File: src/fm_consts.svh
`ifndef FM_CONSTS_SVH
`define FM_CONSTS_SVH

// voice engine
`define FM_NUM_CH       3       // one slot per channel in each sample
`define FM_SLOT_W       2
`define FM_PHASE_W      20
`define FM_SMP_W        12      // signed slot sample

// bus handshake
`define FM_BUSY_CYCLES  32      // cen ticks after a data write

// register map, per-channel registers are base + channel
`define FM_REG_TA_HI    8'h24   // timer A bits 9:2
`define FM_REG_TA_LO    8'h25   // timer A bits 1:0
`define FM_REG_TB       8'h26
`define FM_REG_TCTL     8'h27
`define FM_REG_KEYON    8'h28
`define FM_REG_AR       8'h50
`define FM_REG_RR       8'h80
`define FM_REG_FNUM_LO  8'ha0
`define FM_REG_FNUM_HI  8'ha4   // block in 5:3, fnum msbs in 2:0
`define FM_REG_PAN      8'hb4   // bit 7 left, bit 6 right

`endif
File: src/fm_pkg.sv
package fm_pkg;

    // timer control byte at FM_REG_TCTL
    typedef struct packed {
        logic [1:0] unused;
        logic       clr_b;
        logic       clr_a;
        logic       irq_en_b;
        logic       irq_en_a;
        logic       load_b;
        logic       load_a;
    } fm_tctl_t;

    // key-on byte at FM_REG_KEYON
    typedef struct packed {
        logic [2:0] unused_hi;
        logic       key;
        logic [1:0] unused_lo;
        logic [1:0] ch;         // channel select
    } fm_keyon_t;

    typedef union packed {
        logic [7:0] raw;
        fm_tctl_t   tctl;
        fm_keyon_t  kon;
    } fm_reg_u;

endpackage

File: src/fm_chan_if.sv
`include "fm_consts.svh"

interface fm_chan_if;
    logic [`FM_SLOT_W-1:0] slot;
    logic [10:0]           fnum;
    logic [2:0]            block;
    logic                  keyon;
    logic [7:0]            ar;      // attack step per sample
    logic [7:0]            rr;      // release step per sample
    logic [1:0]            rl;      // {left, right}
    logic                  en;

    // settings shown always belong to the current slot
    modport mmr (
        output slot, fnum, block, keyon, ar, rr, rl, en
    );

    modport voice (
        input  slot, fnum, block, keyon, ar, rr, rl, en
    );
endinterface

File: src/fm_timer_if.sv
interface fm_timer_if;
    logic [9:0] value_a;
    logic [7:0] value_b;
    logic       load_a;     // run enable, counter held at value while low
    logic       load_b;
    logic       irq_en_a;
    logic       irq_en_b;
    logic       clr_a;      // one clk pulse
    logic       clr_b;
    logic       flag_a;
    logic       flag_b;
    logic       tick;       // once per sample

    modport mmr (
        output value_a, value_b, load_a, load_b, irq_en_a, irq_en_b,
        output clr_a, clr_b, tick,
        input  flag_a, flag_b
    );

    modport timers (
        input  value_a, value_b, load_a, load_b, irq_en_a, irq_en_b,
        input  clr_a, clr_b, tick,
        output flag_a, flag_b
    );
endinterface

File: src/fm_top.sv
`include "fm_consts.svh"

module fm_top (
    input  logic               rst,
    input  logic               clk,
    input  logic               cen,
    input  logic [7:0]         din,
    input  logic [1:0]         addr,
    input  logic               cs_n,
    input  logic               wr_n,
    output logic [7:0]         dout,
    output logic               irq_n,
    output logic signed [15:0] snd_left,
    output logic signed [15:0] snd_right,
    output logic               snd_sample
);
    fm_timer_if tmr_if ();
    fm_chan_if  chn_if ();

    logic signed [`FM_SMP_W-1:0] smp;
    logic [1:0]                  smp_rl;
    logic                        smp_last;
    logic                        smp_en;

    fm_mmr u_mmr (
        .rst    ( rst       ),
        .clk    ( clk       ),
        .cen    ( cen       ),  // clk_en is cen
        .din    ( din       ),
        .addr   ( addr      ),
        .cs_n   ( cs_n      ),
        .wr_n   ( wr_n      ),
        .dout   ( dout      ),
        .tmr    ( tmr_if    ),
        .chn    ( chn_if    )
    );

    fm_timers u_timers (
        .rst    ( rst       ),
        .clk    ( clk       ),
        .tmr    ( tmr_if    ),
        .irq_n  ( irq_n     )
    );

    fm_voice u_voice (
        .rst      ( rst       ),
        .clk      ( clk       ),
        .chn      ( chn_if    ),
        .smp      ( smp       ),
        .smp_rl   ( smp_rl    ),
        .smp_last ( smp_last  ),
        .smp_en   ( smp_en    )
    );

    fm_mixer u_mixer (
        .rst        ( rst         ),
        .clk        ( clk         ),
        .smp        ( smp         ),
        .smp_rl     ( smp_rl      ),
        .smp_last   ( smp_last    ),
        .smp_en     ( smp_en      ),
        .snd_left   ( snd_left    ),
        .snd_right  ( snd_right   ),
        .snd_sample ( snd_sample  )
    );
endmodule

File: src/fm_mixer.sv
`include "fm_consts.svh"

module fm_mixer (
    input  logic                        rst,
    input  logic                        clk,
    input  logic signed [`FM_SMP_W-1:0] smp,
    input  logic [1:0]                  smp_rl,
    input  logic                        smp_last,
    input  logic                        smp_en,
    output logic signed [15:0]          snd_left,
    output logic signed [15:0]          snd_right,
    output logic                        snd_sample
);
    localparam int SMP_W = `FM_SMP_W;
    localparam int ACC_W = SMP_W + 2;   // headroom for all slots

    logic signed [ACC_W-1:0] acc_l;
    logic signed [ACC_W-1:0] acc_r;
    logic signed [ACC_W-1:0] sum_l;
    logic signed [ACC_W-1:0] sum_r;

    // saturate back to sample width
    function automatic logic signed [SMP_W-1:0] clamp(input logic signed [ACC_W-1:0] v);
        logic [ACC_W-SMP_W:0] top;
        top = v[ACC_W-1:SMP_W-1];
        if (top == '0 || top == '1)
            return v[SMP_W-1:0];
        else
            return v[ACC_W-1] ? {1'b1, {(SMP_W-1){1'b0}}} : {1'b0, {(SMP_W-1){1'b1}}};
    endfunction

    always_comb begin
        sum_l = acc_l + (smp_rl[1] ? ACC_W'(smp) : '0);
        sum_r = acc_r + (smp_rl[0] ? ACC_W'(smp) : '0);
    end

    always_ff @(posedge clk) begin
        if (rst) begin
            acc_l      <= '0;
            acc_r      <= '0;
            snd_left   <= '0;
            snd_right  <= '0;
            snd_sample <= 1'b0;
        end else begin
            snd_sample <= smp_en && smp_last;
            if (smp_en && smp_last) begin
                snd_left  <= {clamp(sum_l), 4'd0};
                snd_right <= {clamp(sum_r), 4'd0};
                acc_l     <= '0;    // next sample starts fresh
                acc_r     <= '0;
            end else if (smp_en) begin
                acc_l <= sum_l;
                acc_r <= sum_r;
            end
        end
    end
endmodule

File: src/fm_voice.sv
`include "fm_consts.svh"

module fm_voice (
    input  logic                        rst,
    input  logic                        clk,
    fm_chan_if.voice                    chn,
    output logic signed [`FM_SMP_W-1:0] smp,
    output logic [1:0]                  smp_rl,
    output logic                        smp_last,
    output logic                        smp_en
);
    localparam int NUM_CH  = `FM_NUM_CH;
    localparam int PHASE_W = `FM_PHASE_W;

    logic [PHASE_W-1:0] phase [NUM_CH];
    logic [7:0]         env   [NUM_CH];

    logic [PHASE_W-1:0] cur_phase;
    logic [PHASE_W-1:0] step;
    logic [7:0]         cur_env;
    logic [7:0]         env_next;
    logic [8:0]         env_up;
    logic [11:0]        tri_idx;
    logic signed [11:0] tri_wave;
    logic signed [8:0]  env_s;
    logic signed [20:0] prod;

    assign cur_phase = phase[chn.slot];
    assign cur_env   = env[chn.slot];
    assign step      = PHASE_W'(chn.fnum) << chn.block;

    // linear envelope
    assign env_up = {1'b0, cur_env} + {1'b0, chn.ar};

    always_comb begin
        if (chn.keyon)
            env_next = env_up[8] ? 8'hff : env_up[7:0];   // stop at 255
        else if (cur_env > chn.rr)
            env_next = cur_env - chn.rr;
        else
            env_next = 8'd0;
    end

    // fold the top phase bits into a triangle centred on zero
    assign tri_idx  = cur_phase[PHASE_W-1 -: 12];
    assign tri_wave = $signed({1'b0, tri_idx[11] ? ~tri_idx[10:0] : tri_idx[10:0]})
                      - 12'sd1024;
    assign env_s    = $signed({1'b0, cur_env});
    assign prod     = tri_wave * env_s;     // env 255 is just under unity

    always_ff @(posedge clk) begin
        if (rst) begin
            for (int i = 0; i < NUM_CH; i++) begin
                phase[i] <= '0;
                env[i]   <= '0;
            end
            smp      <= '0;
            smp_rl   <= '0;
            smp_last <= 1'b0;
            smp_en   <= 1'b0;
        end else begin
            smp_en <= chn.en;
            if (chn.en) begin
                phase[chn.slot] <= cur_phase + step;
                env[chn.slot]   <= env_next;
                smp             <= prod[19:8];
                smp_rl          <= chn.rl;
                smp_last        <= chn.slot == NUM_CH - 1;
            end
        end
    end
endmodule

File: src/fm_timers.sv
module fm_timers (
    input  logic       rst,
    input  logic       clk,
    fm_timer_if.timers tmr,
    output logic       irq_n
);
    logic [9:0] cnt_a;
    logic [7:0] cnt_b;
    logic [3:0] pre_b;      // B counts once per 16 ticks
    logic       ovf_a;
    logic       ovf_b;

    assign ovf_a = tmr.load_a && tmr.tick && cnt_a == 10'h3ff;
    assign ovf_b = tmr.load_b && tmr.tick && pre_b == 4'hf && cnt_b == 8'hff;

    always_ff @(posedge clk) begin
        if (rst)
            cnt_a <= '0;
        else if (!tmr.load_a || ovf_a)
            cnt_a <= tmr.value_a;       // hold or reload
        else if (tmr.tick)
            cnt_a <= cnt_a + 1'b1;
    end

    always_ff @(posedge clk) begin
        if (rst) begin
            cnt_b <= '0;
            pre_b <= '0;
        end else if (!tmr.load_b) begin
            cnt_b <= tmr.value_b;
            pre_b <= '0;
        end else if (tmr.tick) begin
            pre_b <= pre_b + 1'b1;
            if (pre_b == 4'hf)
                cnt_b <= ovf_b ? tmr.value_b : cnt_b + 1'b1;
        end
    end

    // clear wins over a set in the same clk
    always_ff @(posedge clk) begin
        if (rst)
            tmr.flag_a <= 1'b0;
        else if (tmr.clr_a)
            tmr.flag_a <= 1'b0;
        else if (ovf_a && tmr.irq_en_a)
            tmr.flag_a <= 1'b1;
    end

    always_ff @(posedge clk) begin
        if (rst)
            tmr.flag_b <= 1'b0;
        else if (tmr.clr_b)
            tmr.flag_b <= 1'b0;
        else if (ovf_b && tmr.irq_en_b)
            tmr.flag_b <= 1'b1;
    end

    assign irq_n = !(tmr.flag_a || tmr.flag_b);
endmodule

File: src/fm_mmr.sv
`include "fm_consts.svh"

module fm_mmr import fm_pkg::*; (
    input  logic       rst,
    input  logic       clk,
    input  logic       cen,
    input  logic [7:0] din,
    input  logic [1:0] addr,
    input  logic       cs_n,
    input  logic       wr_n,
    output logic [7:0] dout,
    fm_timer_if.mmr    tmr,
    fm_chan_if.mmr     chn
);
    localparam int NUM_CH = `FM_NUM_CH;
    localparam int BUSY_W = $clog2(`FM_BUSY_CYCLES + 1);

    logic                  write;
    logic                  addr_wr;
    logic                  data_wr;
    logic                  reg_wr;
    logic [7:0]            reg_addr;
    logic                  reg_part;    // addr[1] at address write
    fm_reg_u               wdata;
    logic [BUSY_W-1:0]     busy_cnt;
    logic                  busy;
    logic [`FM_SLOT_W-1:0] slot;

    logic [10:0]       fnum  [NUM_CH];
    logic [2:0]        block [NUM_CH];
    logic [1:0]        rl    [NUM_CH];
    logic [7:0]        ar    [NUM_CH];
    logic [7:0]        rr    [NUM_CH];
    logic [NUM_CH-1:0] key;

    assign write    = cen && !cs_n && !wr_n;
    assign addr_wr  = write && !addr[0];
    assign data_wr  = write && addr[0] && !busy;   // dropped while busy
    assign reg_wr   = data_wr && !reg_part;        // only part 0 is mapped
    assign wdata.raw = din;

    always_ff @(posedge clk) begin
        if (rst) begin
            reg_addr <= 8'd0;
            reg_part <= 1'b0;
        end else if (addr_wr) begin
            reg_addr <= din;
            reg_part <= addr[1];
        end
    end

    // busy counts down on cen ticks
    always_ff @(posedge clk) begin
        if (rst)
            busy_cnt <= '0;
        else if (data_wr)
            busy_cnt <= BUSY_W'(`FM_BUSY_CYCLES);
        else if (cen && busy)
            busy_cnt <= busy_cnt - 1'b1;
    end

    assign busy = busy_cnt != '0;

    always_ff @(posedge clk) begin
        if (rst) begin
            tmr.value_a  <= '0;
            tmr.value_b  <= '0;
            tmr.load_a   <= 1'b0;
            tmr.load_b   <= 1'b0;
            tmr.irq_en_a <= 1'b0;
            tmr.irq_en_b <= 1'b0;
            tmr.clr_a    <= 1'b0;
            tmr.clr_b    <= 1'b0;
        end else begin
            tmr.clr_a <= 1'b0;
            tmr.clr_b <= 1'b0;
            if (reg_wr) begin
                case (reg_addr)
                    `FM_REG_TA_HI: tmr.value_a[9:2] <= wdata.raw;
                    `FM_REG_TA_LO: tmr.value_a[1:0] <= wdata.raw[1:0];
                    `FM_REG_TB:    tmr.value_b      <= wdata.raw;
                    `FM_REG_TCTL: begin
                        tmr.load_a   <= wdata.tctl.load_a;
                        tmr.load_b   <= wdata.tctl.load_b;
                        tmr.irq_en_a <= wdata.tctl.irq_en_a;
                        tmr.irq_en_b <= wdata.tctl.irq_en_b;
                        tmr.clr_a    <= wdata.tctl.clr_a;
                        tmr.clr_b    <= wdata.tctl.clr_b;
                    end
                    default: ;
                endcase
            end
        end
    end

    // per-channel settings and key state
    always_ff @(posedge clk) begin
        if (rst) begin
            for (int i = 0; i < NUM_CH; i++) begin
                fnum[i]  <= '0;
                block[i] <= '0;
                rl[i]    <= '0;
                ar[i]    <= '0;
                rr[i]    <= '0;
            end
            key <= '0;
        end else if (reg_wr) begin
            for (int i = 0; i < NUM_CH; i++) begin
                if (reg_addr == `FM_REG_FNUM_LO + i)
                    fnum[i][7:0] <= wdata.raw;
                if (reg_addr == `FM_REG_FNUM_HI + i) begin
                    block[i]      <= wdata.raw[5:3];
                    fnum[i][10:8] <= wdata.raw[2:0];
                end
                if (reg_addr == `FM_REG_PAN + i)
                    rl[i] <= wdata.raw[7:6];
                if (reg_addr == `FM_REG_AR + i)
                    ar[i] <= wdata.raw;
                if (reg_addr == `FM_REG_RR + i)
                    rr[i] <= wdata.raw;
                if (reg_addr == `FM_REG_KEYON && wdata.kon.ch == i)
                    key[i] <= wdata.kon.key;   // ch 3 matches nothing
            end
        end
    end

    always_ff @(posedge clk) begin
        if (rst)
            slot <= '0;
        else if (cen)
            slot <= (slot == NUM_CH - 1) ? '0 : slot + 1'b1;
    end

    assign chn.slot  = slot;
    assign chn.fnum  = fnum[slot];
    assign chn.block = block[slot];
    assign chn.keyon = key[slot];
    assign chn.ar    = ar[slot];
    assign chn.rr    = rr[slot];
    assign chn.rl    = rl[slot];
    assign chn.en    = cen;

    assign tmr.tick = cen && slot == '0;   // start of each sample
    assign dout     = {busy, 5'd0, tmr.flag_b, tmr.flag_a};
endmodule

File: config.mk
export PLATFORM = sky130hd
export DESIGN_NAME = fm_top
export DESIGN_NICKNAME = d
export VERILOG_FILES = /design/src/fm_pkg.sv /design/src/fm_chan_if.sv /design/src/fm_timer_if.sv /design/src/fm_top.sv /design/src/fm_mixer.sv /design/src/fm_voice.sv /design/src/fm_timers.sv /design/src/fm_mmr.sv
export VERILOG_INCLUDE_DIRS = /design/src
export SDC_FILE = /design/constraint.sdc
export NUM_CORES = 1
export LEC_CHECK = 0
export ABC_AREA = 1
export BUFFER_PORTS_ARGS = -buffer_cell sky130_fd_sc_hd__buf_2
export CAP_MARGIN = 20
export CORE_MARGIN = 4
export CORE_UTILIZATION = 55
export CTS_CLUSTER_DIAMETER = 200
export DETAILED_ROUTE_END_ITERATION = 8
export PLACE_DENSITY = 0.81
export RECOVER_POWER = 100
export SYNTH_ARGS = -nofsm -noshare
export SYNTH_HDL_FRONTEND = slang
export SYNTH_HIERARCHICAL = 1
export SYNTH_SLANG_ARGS = --single-unit
File: constraint.sdc
create_clock -name clk -period 6.15 [get_ports clk]
set_clock_uncertainty 0.1 [all_clocks]
set_input_delay 0.615 -clock clk [delete_from_list [all_inputs] [get_ports clk]]
set_output_delay 0.615 -clock clk [all_outputs]
set_load 0.05 [all_outputs]
==> run metrics, run 1 <==
status=complete, but fails checks; failing checks=max-capacitance violations, max-slew violations; Max Cap Violations=8; ANT cells=0; CTS tree=done; per-cell routed wire length=16.0 µm; P per Cell Area=370 mW/mm²; synthesized area per cell=8.13 µm²; Worst setup SP type=register; Core Region=0.0397 mm²; CTS root buf=clkbuf_16; RSZ-0062 raised after global routing=false; post-synthesis cell count=2,713; Hold Vio Cnt, Final=0; crit share post-route=94.6%; Yosys top cell area share=28.3%; CTS Buffer Depth=3; Post-Syn Area=0.0221 mm²; sequential fraction of the synthesis area=40.9%; area delta synth->final=7.69%; synth warn=6; Seq cells post-synth=347; Hold WC Path Type=input port to register; Async SR Flop Fraction=0%; Post-Route Setup TNS=0 ps; RePlAce Congestion=0.939; row cnt=73; DRC=0; global-route wire length before repair=86.6 mm; CP Max Fanout=9; Worst-path clk slew=60 ps; drt first pass iters=6; ranking of synthesized cells by area=edfxtp_1 28%, dfxtp_1 13%, nand2_1 10%; Worst Hold Endpoint=u_mmr/reg_part$_SDFFE_PP0P_; Distinct cells, synth=61; FF-to-FF End=u_voice/smp[10]$_SDFFE_PP0P_; Max Slew Vio Count=273; area of the multi-input gates=0.0109 mm²; number of port buffers=43; hpwl dp=38.0 mm; CTS hold repair buffers=0; Clk Latency, worst-skew pair=560 ps; Worst Max-Slew Pin Slew=2670 ps; number of DRC markers in iteration 0=1,743; initial core utilization=55.5%; VDD IR max=338 µV; Post-synth EDFFs=208; reg-to-reg slack, setup=330 ps; largest area contributor in the netlist=edfxtp_1; Final nets=2,940; layout cells sized above 1=6.30%; Max Clk Rate=0.172 GHz; Hold Crit Depth=3; GR Overflow Total=0; die area=0.0434 mm²; Required @ worst endpoint=6540 ps; element type at the critical path end=register; Layout fillers=3,436; top_reg_cell synth=edfxtp_1; Via density=5.57; Die W=208 µm; Setup Crit Path Kind=register to register; # H-tree levels=2; final core occ=59.8%; die height=208 µm; vias=18,400; Sink Count=347; num ports=57; WL final=52.8 mm; P_leak=0.0111 µW; number of global-route vias before repair=17,800; Rel. slew slack=-78.4%; crit path DAT=6210 ps; hold_sp=addr[1]; initial antenna violation count=1; Setup Viol. Count Final=0; Worst R2R Start=u_mmr/chn.slot[0]$_SDFFE_PP0P_; largest net degree at the start of global routing=47; reg2reg path depth=26; TritonCTS Buffers=38; final antenna-violating net count=0; Tot GR Track Use=23.9%; final worst path period need=5820 ps; FF/Latch Area=0.00903 mm²
-- power breakdown --
group	leakage [µW]	internal, µW	switching (µW)
Sequential	0.00325	2630	87.9
Combinational	0.00731	1340	2530
Clock	0.000588	1270	936
Total	0.0111	5230	3550
-- layer usage --
metal	global-route usage, %	vias to the layer above	share of wire [%]
met1	31.1	8668	42
met2	41.2	746	49
met3	4.31	118	7.7
met4	6.48	2	2.1
li1	-	8872	-
met5	0	-	0.013
-- sequential cells by signal, summed over array words and instances, names as in the netlist, 2 cells and up, named ones only --
name	count
u_voice/smp	12
u_mixer/acc_r	14
u_mmr/reg_addr	8
u_mixer/snd_right	12
u_timers/pre_b	4
u_mmr/key	3
u_timers/cnt_b	8
u_mmr/busy_cnt	6
u_voice/phase	80
u_mmr/fnum	33
u_mixer/snd_left	12
u_voice/smp_rl	2
u_mmr/rr	24
u_voice/env	32
u_mmr/tmr.value_a	10
u_mmr/block	9
u_mixer/acc_l	14
u_timers/cnt_a	10
u_mmr/rl	6
u_mmr/ar	24
u_mmr/chn.slot	2
u_mmr/tmr.value_b	8
-- worst max-delay path: stages, from the launching register on --
cell and delay [ps]:
dfxtp_1 490, buf_4 240, nand2_4 70, inv_2 60, a22oi_1 70, nand2_1 170, xor2_2 250, inv_1 150
nor2_1 200, inv_1 130, fa_1 630, fa_1 550, inv_1 60, fa_1 530, inv_1 50, fa_1 470
inv_1 40, ha_1 320, a21oi_1 190, inv_1 70, a21oi_1 240, inv_1 90, a221oi_2 300, nand3_1 120
nand2_1 70, nor2_1 50, nor2_1 70
-- layout make-up --
class,count,share of cell area [%]
Multi-Input combinational cell,1879,46.0
Timing Repair Buffer,84,1.78
Clock inverter,22,0.816
Clock buffer,48,4.29
Inverter,398,6.29
Sequential cell,347,38.0
Tap cell,525,2.77
-- worst max path at each step --
| stage | end | cells past startpoint | startpoint | slack [ps] |
|---|---|---|---|---|
| 6_report | u_voice/smp[10]$_SDFFE_PP0P_ | 26 | u_mmr/chn.slot[0]$_SDFFE_PP0P_ | 330 |
| 2_1_floorplan | u_voice/smp[10]$_SDFFE_PP0P_ | 26 | u_mmr/chn.slot[0]$_SDFFE_PP0P_ | 720 |
| 3_5_place_dp | u_voice/smp[10]$_SDFFE_PP0P_ | 25 | u_mmr/chn.slot[1]$_SDFFE_PP0P_ | 160 |
| 4_1_cts | u_voice/smp[10]$_SDFFE_PP0P_ | 25 | u_mmr/chn.slot[1]$_SDFFE_PP0P_ | 130 |
| 3_3_place_gp | u_voice/smp[10]$_SDFFE_PP0P_ | 25 | u_mmr/chn.slot[1]$_SDFFE_PP0P_ | 290 |
| 5_1_grt | u_voice/smp[10]$_SDFFE_PP0P_ | 26 | u_mmr/chn.slot[0]$_SDFFE_PP0P_ | 20 |
-- cells in the final DEF, fill, tap and decap left out, types with 24 or more instances in the layout --
cell type	instances
clkbuf_16	38
nor2_1	321
ha_1	101
nand3_1	158
clkbuf_1	53
inv_1	386
a21oi_1	220
o21ai_0	107
dfxtp_1	138
edfxtp_1	208
nand4_1	30
xor2_1	41
a22oi_1	32
nand2_1	600
buf_4	24
fa_1	76
-- through the flow --
| stage | instances | setup slack, ps | hold slack [ps] | cell area [µm²] | power [µW] |
|---|---|---|---|---|---|
| final | 3303 | 330 | 184 | 23800 | 8790 |
| after global routing | 3303 | 20.5 | 198 | 23800 | 9500 |
| after CTS | 3303 | 135 | 159 | 23900 | 8760 |
| after detailed placement | 3233 | 165 | 279 | 22700 | 6530 |
| after global placement | 3233 | 295 | 283 | 22700 | 6440 |
| after floorplan | 2724 | 724 | 273 | 22100 | 5720 |
-- synthesized netlist by cell type (all sizes together), types with 7 or more instances --
cell      n
nor3     22
edfxtp  208
nand3   166
nor2    339
nand4    30
a31oi     7
fa       76
dfxtp   139
xnor2    17
nand2   625
o21ai   116
inv     395
and2      8
xor2     44
a22oi    32
clkbuf   44
buf      56
ha      101
o211ai   11
a21oi   223
-- kinds of logic (layout without fill, tap and decap cells) --
group	count (synthesis)	count (layout)	share of synthesized area, %
buffers and inverters	498	552	9.31
other	2	13	0.0340
adders and majority gates	177	177	12.6
xor gates and xnor gates	61	61	2.42
and+or+nand+nor	1204	1204	23.8
AOI/OAI and AO/OA	419	419	10.7
muxes	5	5	0.227
DFF	347	347	40.9
-- what timing repair did --
action                                  4_1_cts  5_1_grt
endpoints found under the setup margin        0        5
resized for setup                             0        7
setup buffers                                 0        0
No activity file was read; power rests on OpenSTA's default activity.
==> run 2, diff against run 1 <==
- CORE_UTILIZATION: 55 -> 40
- PLACE_DENSITY: 0.81 -> 0.64
==> run metrics, run 2 (synthesis gave the netlist of run 1 again) <==
Sink Count=347; WL final=55.3 mm; Worst Max-Slew Pin Slew=2670 ps; number of global-route vias before repair=17,600; area delta synth->final=9.13%; per-cell routed wire length=15.9 µm; number of port buffers=43; RSZ-0062 raised after global routing=false; Worst-path clk slew=60 ps; Layout fillers=5,344; Max Cap Violations=7; Final nets=2,949; Rel. slew slack=-78.7%; sequential share of power=30.3%; largest net degree at the start of global routing=44; status=complete, but fails checks; GR Overflow Total=0; Post-Route Setup TNS=0 ps; CTS root buf=clkbuf_16; Tot GR Track Use=18.3%; Clk Latency, worst-skew pair=580 ps; Via density=5.19; ANT cells=0; global-route wire length before repair=89.4 mm; CTS tree=done; TritonCTS Buffers=39; drt first pass iters=6; P_leak=0.0112 µW; Hold Vio Cnt, Final=0; crit path DAT=6070 ps; final antenna-violating net count=0; Setup Crit Path Kind=register to register; final worst path period need=5660 ps; P per Cell Area=373 mW/mm²; Max Slew Vio Count=224; final core occ=44.4%; Most flops, register=u_voice/phase; crit share post-route=92.1%; CTS hold repair buffers=0; vias=18,100; Worst setup SP type=register; CP Max Fanout=13; Hold WC Path Type=input port to register; Die W=243 µm; row cnt=85; Required @ worst endpoint=6560 ps; DRC=0; non-filler cells, final=3,481; number of DRC markers in iteration 0=1,423; initial core utilization=40.7%; failing checks=max-capacitance violations, max-slew violations; clock power share=26.0%; most common cell after layout, fill and taps aside=nand2_1; num ports=57; biggest regs=u_voice/phase (80), u_mmr/fnum (33), u_voice/env (32); max reg flops=80; Max Clk Rate=0.177 GHz; die height=243 µm; hpwl dp=40.7 mm; Gate power share=43.7%; switching share of power=40.4%; Sw Pwr=3630 µW; layout cells sized above 1=6.61%; # H-tree levels=2; CTS Buffer Depth=3; Core Region=0.0542 mm²; initial antenna violation count=0; placed cell count=3,412; VDD IR max=336 µV; die area=0.0590 mm²; most frequent cells in the layout=604 x nand2_1, 385 x inv_1, 320 x nor2_1; Setup Viol. Count Final=0; element type at the critical path end=register; RePlAce Congestion=0.885; Internal Power=5340 µW
[run 2: cell count changes in the layout (fill, tap and decap cells not counted), sizes merged]
cell | previous run | this run
buf | 38 | 48
clkinvlp | 2 | 1
clkinv | 20 | 15
clkbuf | 94 | 96
bufinv | 2 | 3
[run 2: worst paths after layout]
check                                      start                          endpoint  slack (ps)  cells past startpoint
setup reg to reg  u_mmr/chn.slot[0]$_SDFFE_PP0P_      u_voice/smp[10]$_SDFFE_PP0P_         490                     24
setup / recovery  u_mmr/chn.slot[0]$_SDFFE_PP0P_      u_voice/smp[10]$_SDFFE_PP0P_         490                     24
hold / removal                           addr[1]       u_mmr/reg_part$_SDFFE_PP0P_         190                      3
hold reg to reg       u_mmr/tmr.clr_a$_SDFF_PP0_  u_timers/tmr.flag_a$_SDFFE_PP0P_         290                      1
[run 2: repair_timing]
item	4_1_cts	5_1_grt
gates resized for setup	0	5
setup endpoints to repair	0	2
buffers inserted	0	0
[run 2: worst max-delay path, cell delays in order (launching register included)]
cell and delay [ps]:
dfxtp_2 430, buf_4 230, nor2_4 60, buf_4 200
a22oi_1 170, and2_0 200, xor2_1 450, inv_1 150
nor2_1 150, fa_1 460, fa_1 460, fa_1 510
inv_1 50, fa_1 470, inv_1 40, ha_1 330
a21oi_1 140, inv_1 70, a21oi_1 240, inv_1 90
a221oi_2 290, nand3_1 110, nand2_1 70, nor2_1 60
nor2_1 70
[run 2: metal layers]
layer | up-vias | track usage [%] | wire, µm
met5 | - | 0 | 0
met4 | 0 | 5.14 | 1250
met3 | 81 | 2.69 | 3120
met2 | 504 | 30.8 | 26200
met1 | 8596 | 24.8 | 24800
li1 | 8884 | - | -
[run 2: power groups by stage]
stage	Combinational (µW)	Clock, µW	Sequential [µW]
floorplan	3000	0	2730
global placement	3780	0	2760
detailed placement	3870	0	2760
CTS	3890	2380	2710
global route	4500	2480	2730
finish	3920	2330	2720
[run 2: final cells by class]
class	count	area [µm²]	share of cell area, %
multi-input cells	1879	10900	45.3
flip-flops and latches	347	9030	37.5
inverters	398	1490	6.21
clock buffers	52	1070	4.43
well taps	696	871	3.62
repair buffers	92	493	2.05
clock inverters	17	208	0.863
[run 2: stage by stage]
stage | setup WS [ps] | power, µW | hold slack (ps) | area, µm²
6_report | 486 | 8970 | 193 | 24100
3_3_place_gp | 369 | 6550 | 284 | 23000
3_5_place_dp | 287 | 6630 | 292 | 23000
4_1_cts | 296 | 8990 | 164 | 24300
5_1_grt | 51.3 | 9710 | 209 | 24100
2_1_floorplan | 724 | 5720 | 273 | 22100
==> run 3, diff against run 2 <==
- REMOVE_ABC_BUFFERS: unset -> 1
==> run metrics, run 3 (synthesis gave the netlist of run 1 again) <==
status=complete, but fails checks; failing checks=max-capacitance violations, max-slew violations; Worst-path clk slew=60 ps; crit share post-route=92.5%; Pwr Total=9010 µW; Final WS setup=459 ps; sequential share of power=30.2%; Hold Vio Cnt, Final=0; P per Cell Area=374 mW/mm²; ANT cells=0; Required @ worst endpoint=6530 ps; drt first pass iters=6; initial core utilization=40.7%; biggest regs=u_voice/phase (80), u_mmr/fnum (33), u_voice/env (32); TritonCTS Buffers=38; VDD IR max=322 µV; Max Slew Vio Count=129; final core occ=44.5%; Worst Max-Slew Pin Slew=2420 ps; pre-CTS setup slack=420 ps; switching share of power=40.7%; placed cell count=3,407; global-route wire length before repair=90.5 mm; area delta synth->final=9.38%; Via density=5.18; CTS hold repair buffers=0; most frequent cells in the layout=594 x nand2_1, 386 x inv_1, 320 x nor2_1; WL final=54.9 mm; vias=18,000; final worst path period need=5690 ps; Max Cap Violations=5; clock power share=25.4%; max reg flops=80; CTS tree=done; crit path DAT=6080 ps; CTS Buffer Depth=3; hpwl dp=40.1 mm; Rel. slew slack=-61.2%; Internal Power=5350 µW; number of port buffers=43; Hold WC Path Type=input port to register; number of DRC markers in iteration 0=1,197; non-filler cells, final=3,474; Clk Latency, worst-skew pair=560 ps; most common cell after layout, fill and taps aside=nand2_1; # H-tree levels=2; Core Region=0.0542 mm²; Sw Pwr=3660 µW; die height=243 µm; largest net degree at the start of global routing=46; per-cell routed wire length=15.8 µm; Final nets=2,943; Worst setup SP type=register; CP Max Fanout=18; element type at the critical path end=register; Gate power share=44.4%; row cnt=85; P_leak=0.0112 µW; Sink Count=347; GR Overflow Total=0; Most flops, register=u_voice/phase; Tot GR Track Use=18.5%; die area=0.0590 mm²; num ports=57; DRC=0; RePlAce Congestion=0.900; Die W=243 µm; number of global-route vias before repair=17,700; initial antenna violation count=0; Setup Viol. Count Final=0; Setup Crit Path Kind=register to register; CTS root buf=clkbuf_16; Max Clk Rate=0.176 GHz; Post-Route Setup TNS=0 ps; final antenna-violating net count=0; layout cells sized above 1=7.20%
==> run 3: changes by cell type in the layout (fill, tap and decap cells not counted), sizes merged <==
cell | before | now
clkinvlp | 1 | 5
bufinv | 3 | 2
clkinv | 15 | 11
clkbuf | 96 | 89
inv | 396 | 397
==> run 3: final cells by class <==
| class | instances | area, µm² |
|---|---|---|
| inverter | 398 | 1490 |
| clock buffer | 50 | 1110 |
| fill | 5318 | 30100 |
| tap | 696 | 871 |
| timing repair buffer | 87 | 487 |
| clock inverter | 17 | 156 |
| sequential | 347 | 9030 |
| multi-input combinational | 1879 | 11000 |
==> run 3: path summary, 6_finish.rpt <==
check                                                     from                          endpoint  slack [ps]  cells after the start
worst max-delay path            u_mmr/chn.slot[1]$_SDFFE_PP0P_      u_voice/smp[10]$_SDFFE_PP0P_         460                     25
worst min-delay path                                   addr[1]       u_mmr/reg_part$_SDFFE_PP0P_         220                      3
worst max register to register  u_mmr/chn.slot[1]$_SDFFE_PP0P_      u_voice/smp[10]$_SDFFE_PP0P_         460                     25
worst min register to register      u_mmr/tmr.clr_b$_SDFF_PP0_  u_timers/tmr.flag_b$_SDFFE_PP0P_         300                      1
==> run 3: stage by stage <==
step / hold slack (ps) / instance area [µm²]
after floorplan: 273 / 21500
after global placement: 281 / 23000
after detailed placement: 294 / 23000
after CTS: 193 / 24200
after global routing: 230 / 24100
final: 223 / 24100
==> run 3: per-layer routing <==
metal  up-vias  track usage [%]  wire length (µm)  part of all wire (%)
met5         -                0                 0                     0
met4         0             4.55               960                   1.7
met3        71             3.36              3320                   6.0
met2       493             30.8             25800                    47
met1      8558             25.1             24800                    45
li1       8869                -                 -                     -
==> run 3: power by group through the flow <==
stage / registers, µW / clock network, µW / logic, µW
floorplan: 2740 / 0 / 2930
global placement: 2760 / 0 / 3880
detailed placement: 2760 / 0 / 3930
CTS: 2720 / 2350 / 3960
global route: 2730 / 2440 / 4630
finish: 2720 / 2290 / 4000
==> run 3: worst max-delay path, cell delays in order, from the launching register on <==
cell      delay, ps
dfxtp_1         450
buf_4           230
nor2_4           50
buf_4           210
a22oi_1         210
inv_1            70
a221oi_1        400
inv_1           300
nand2_1         160
fa_1            400
inv_1            90
fa_1            420
fa_1            490
inv_1            50
fa_1            470
inv_1            40
ha_1            340
a21oi_1         150
inv_1            70
a21oi_1         210
inv_1            90
a221oi_2        320
nand3_1         120
nand2_1          70
nor2_1           50
nor2_1           70
==> run 3: timing repair <==
| action | in CTS | in global routing |
|---|---|---|
| setup endpoints to repair | 0 | 2 |
| resized for setup | 0 | 3 |
| setup buffers | 0 | 0 |
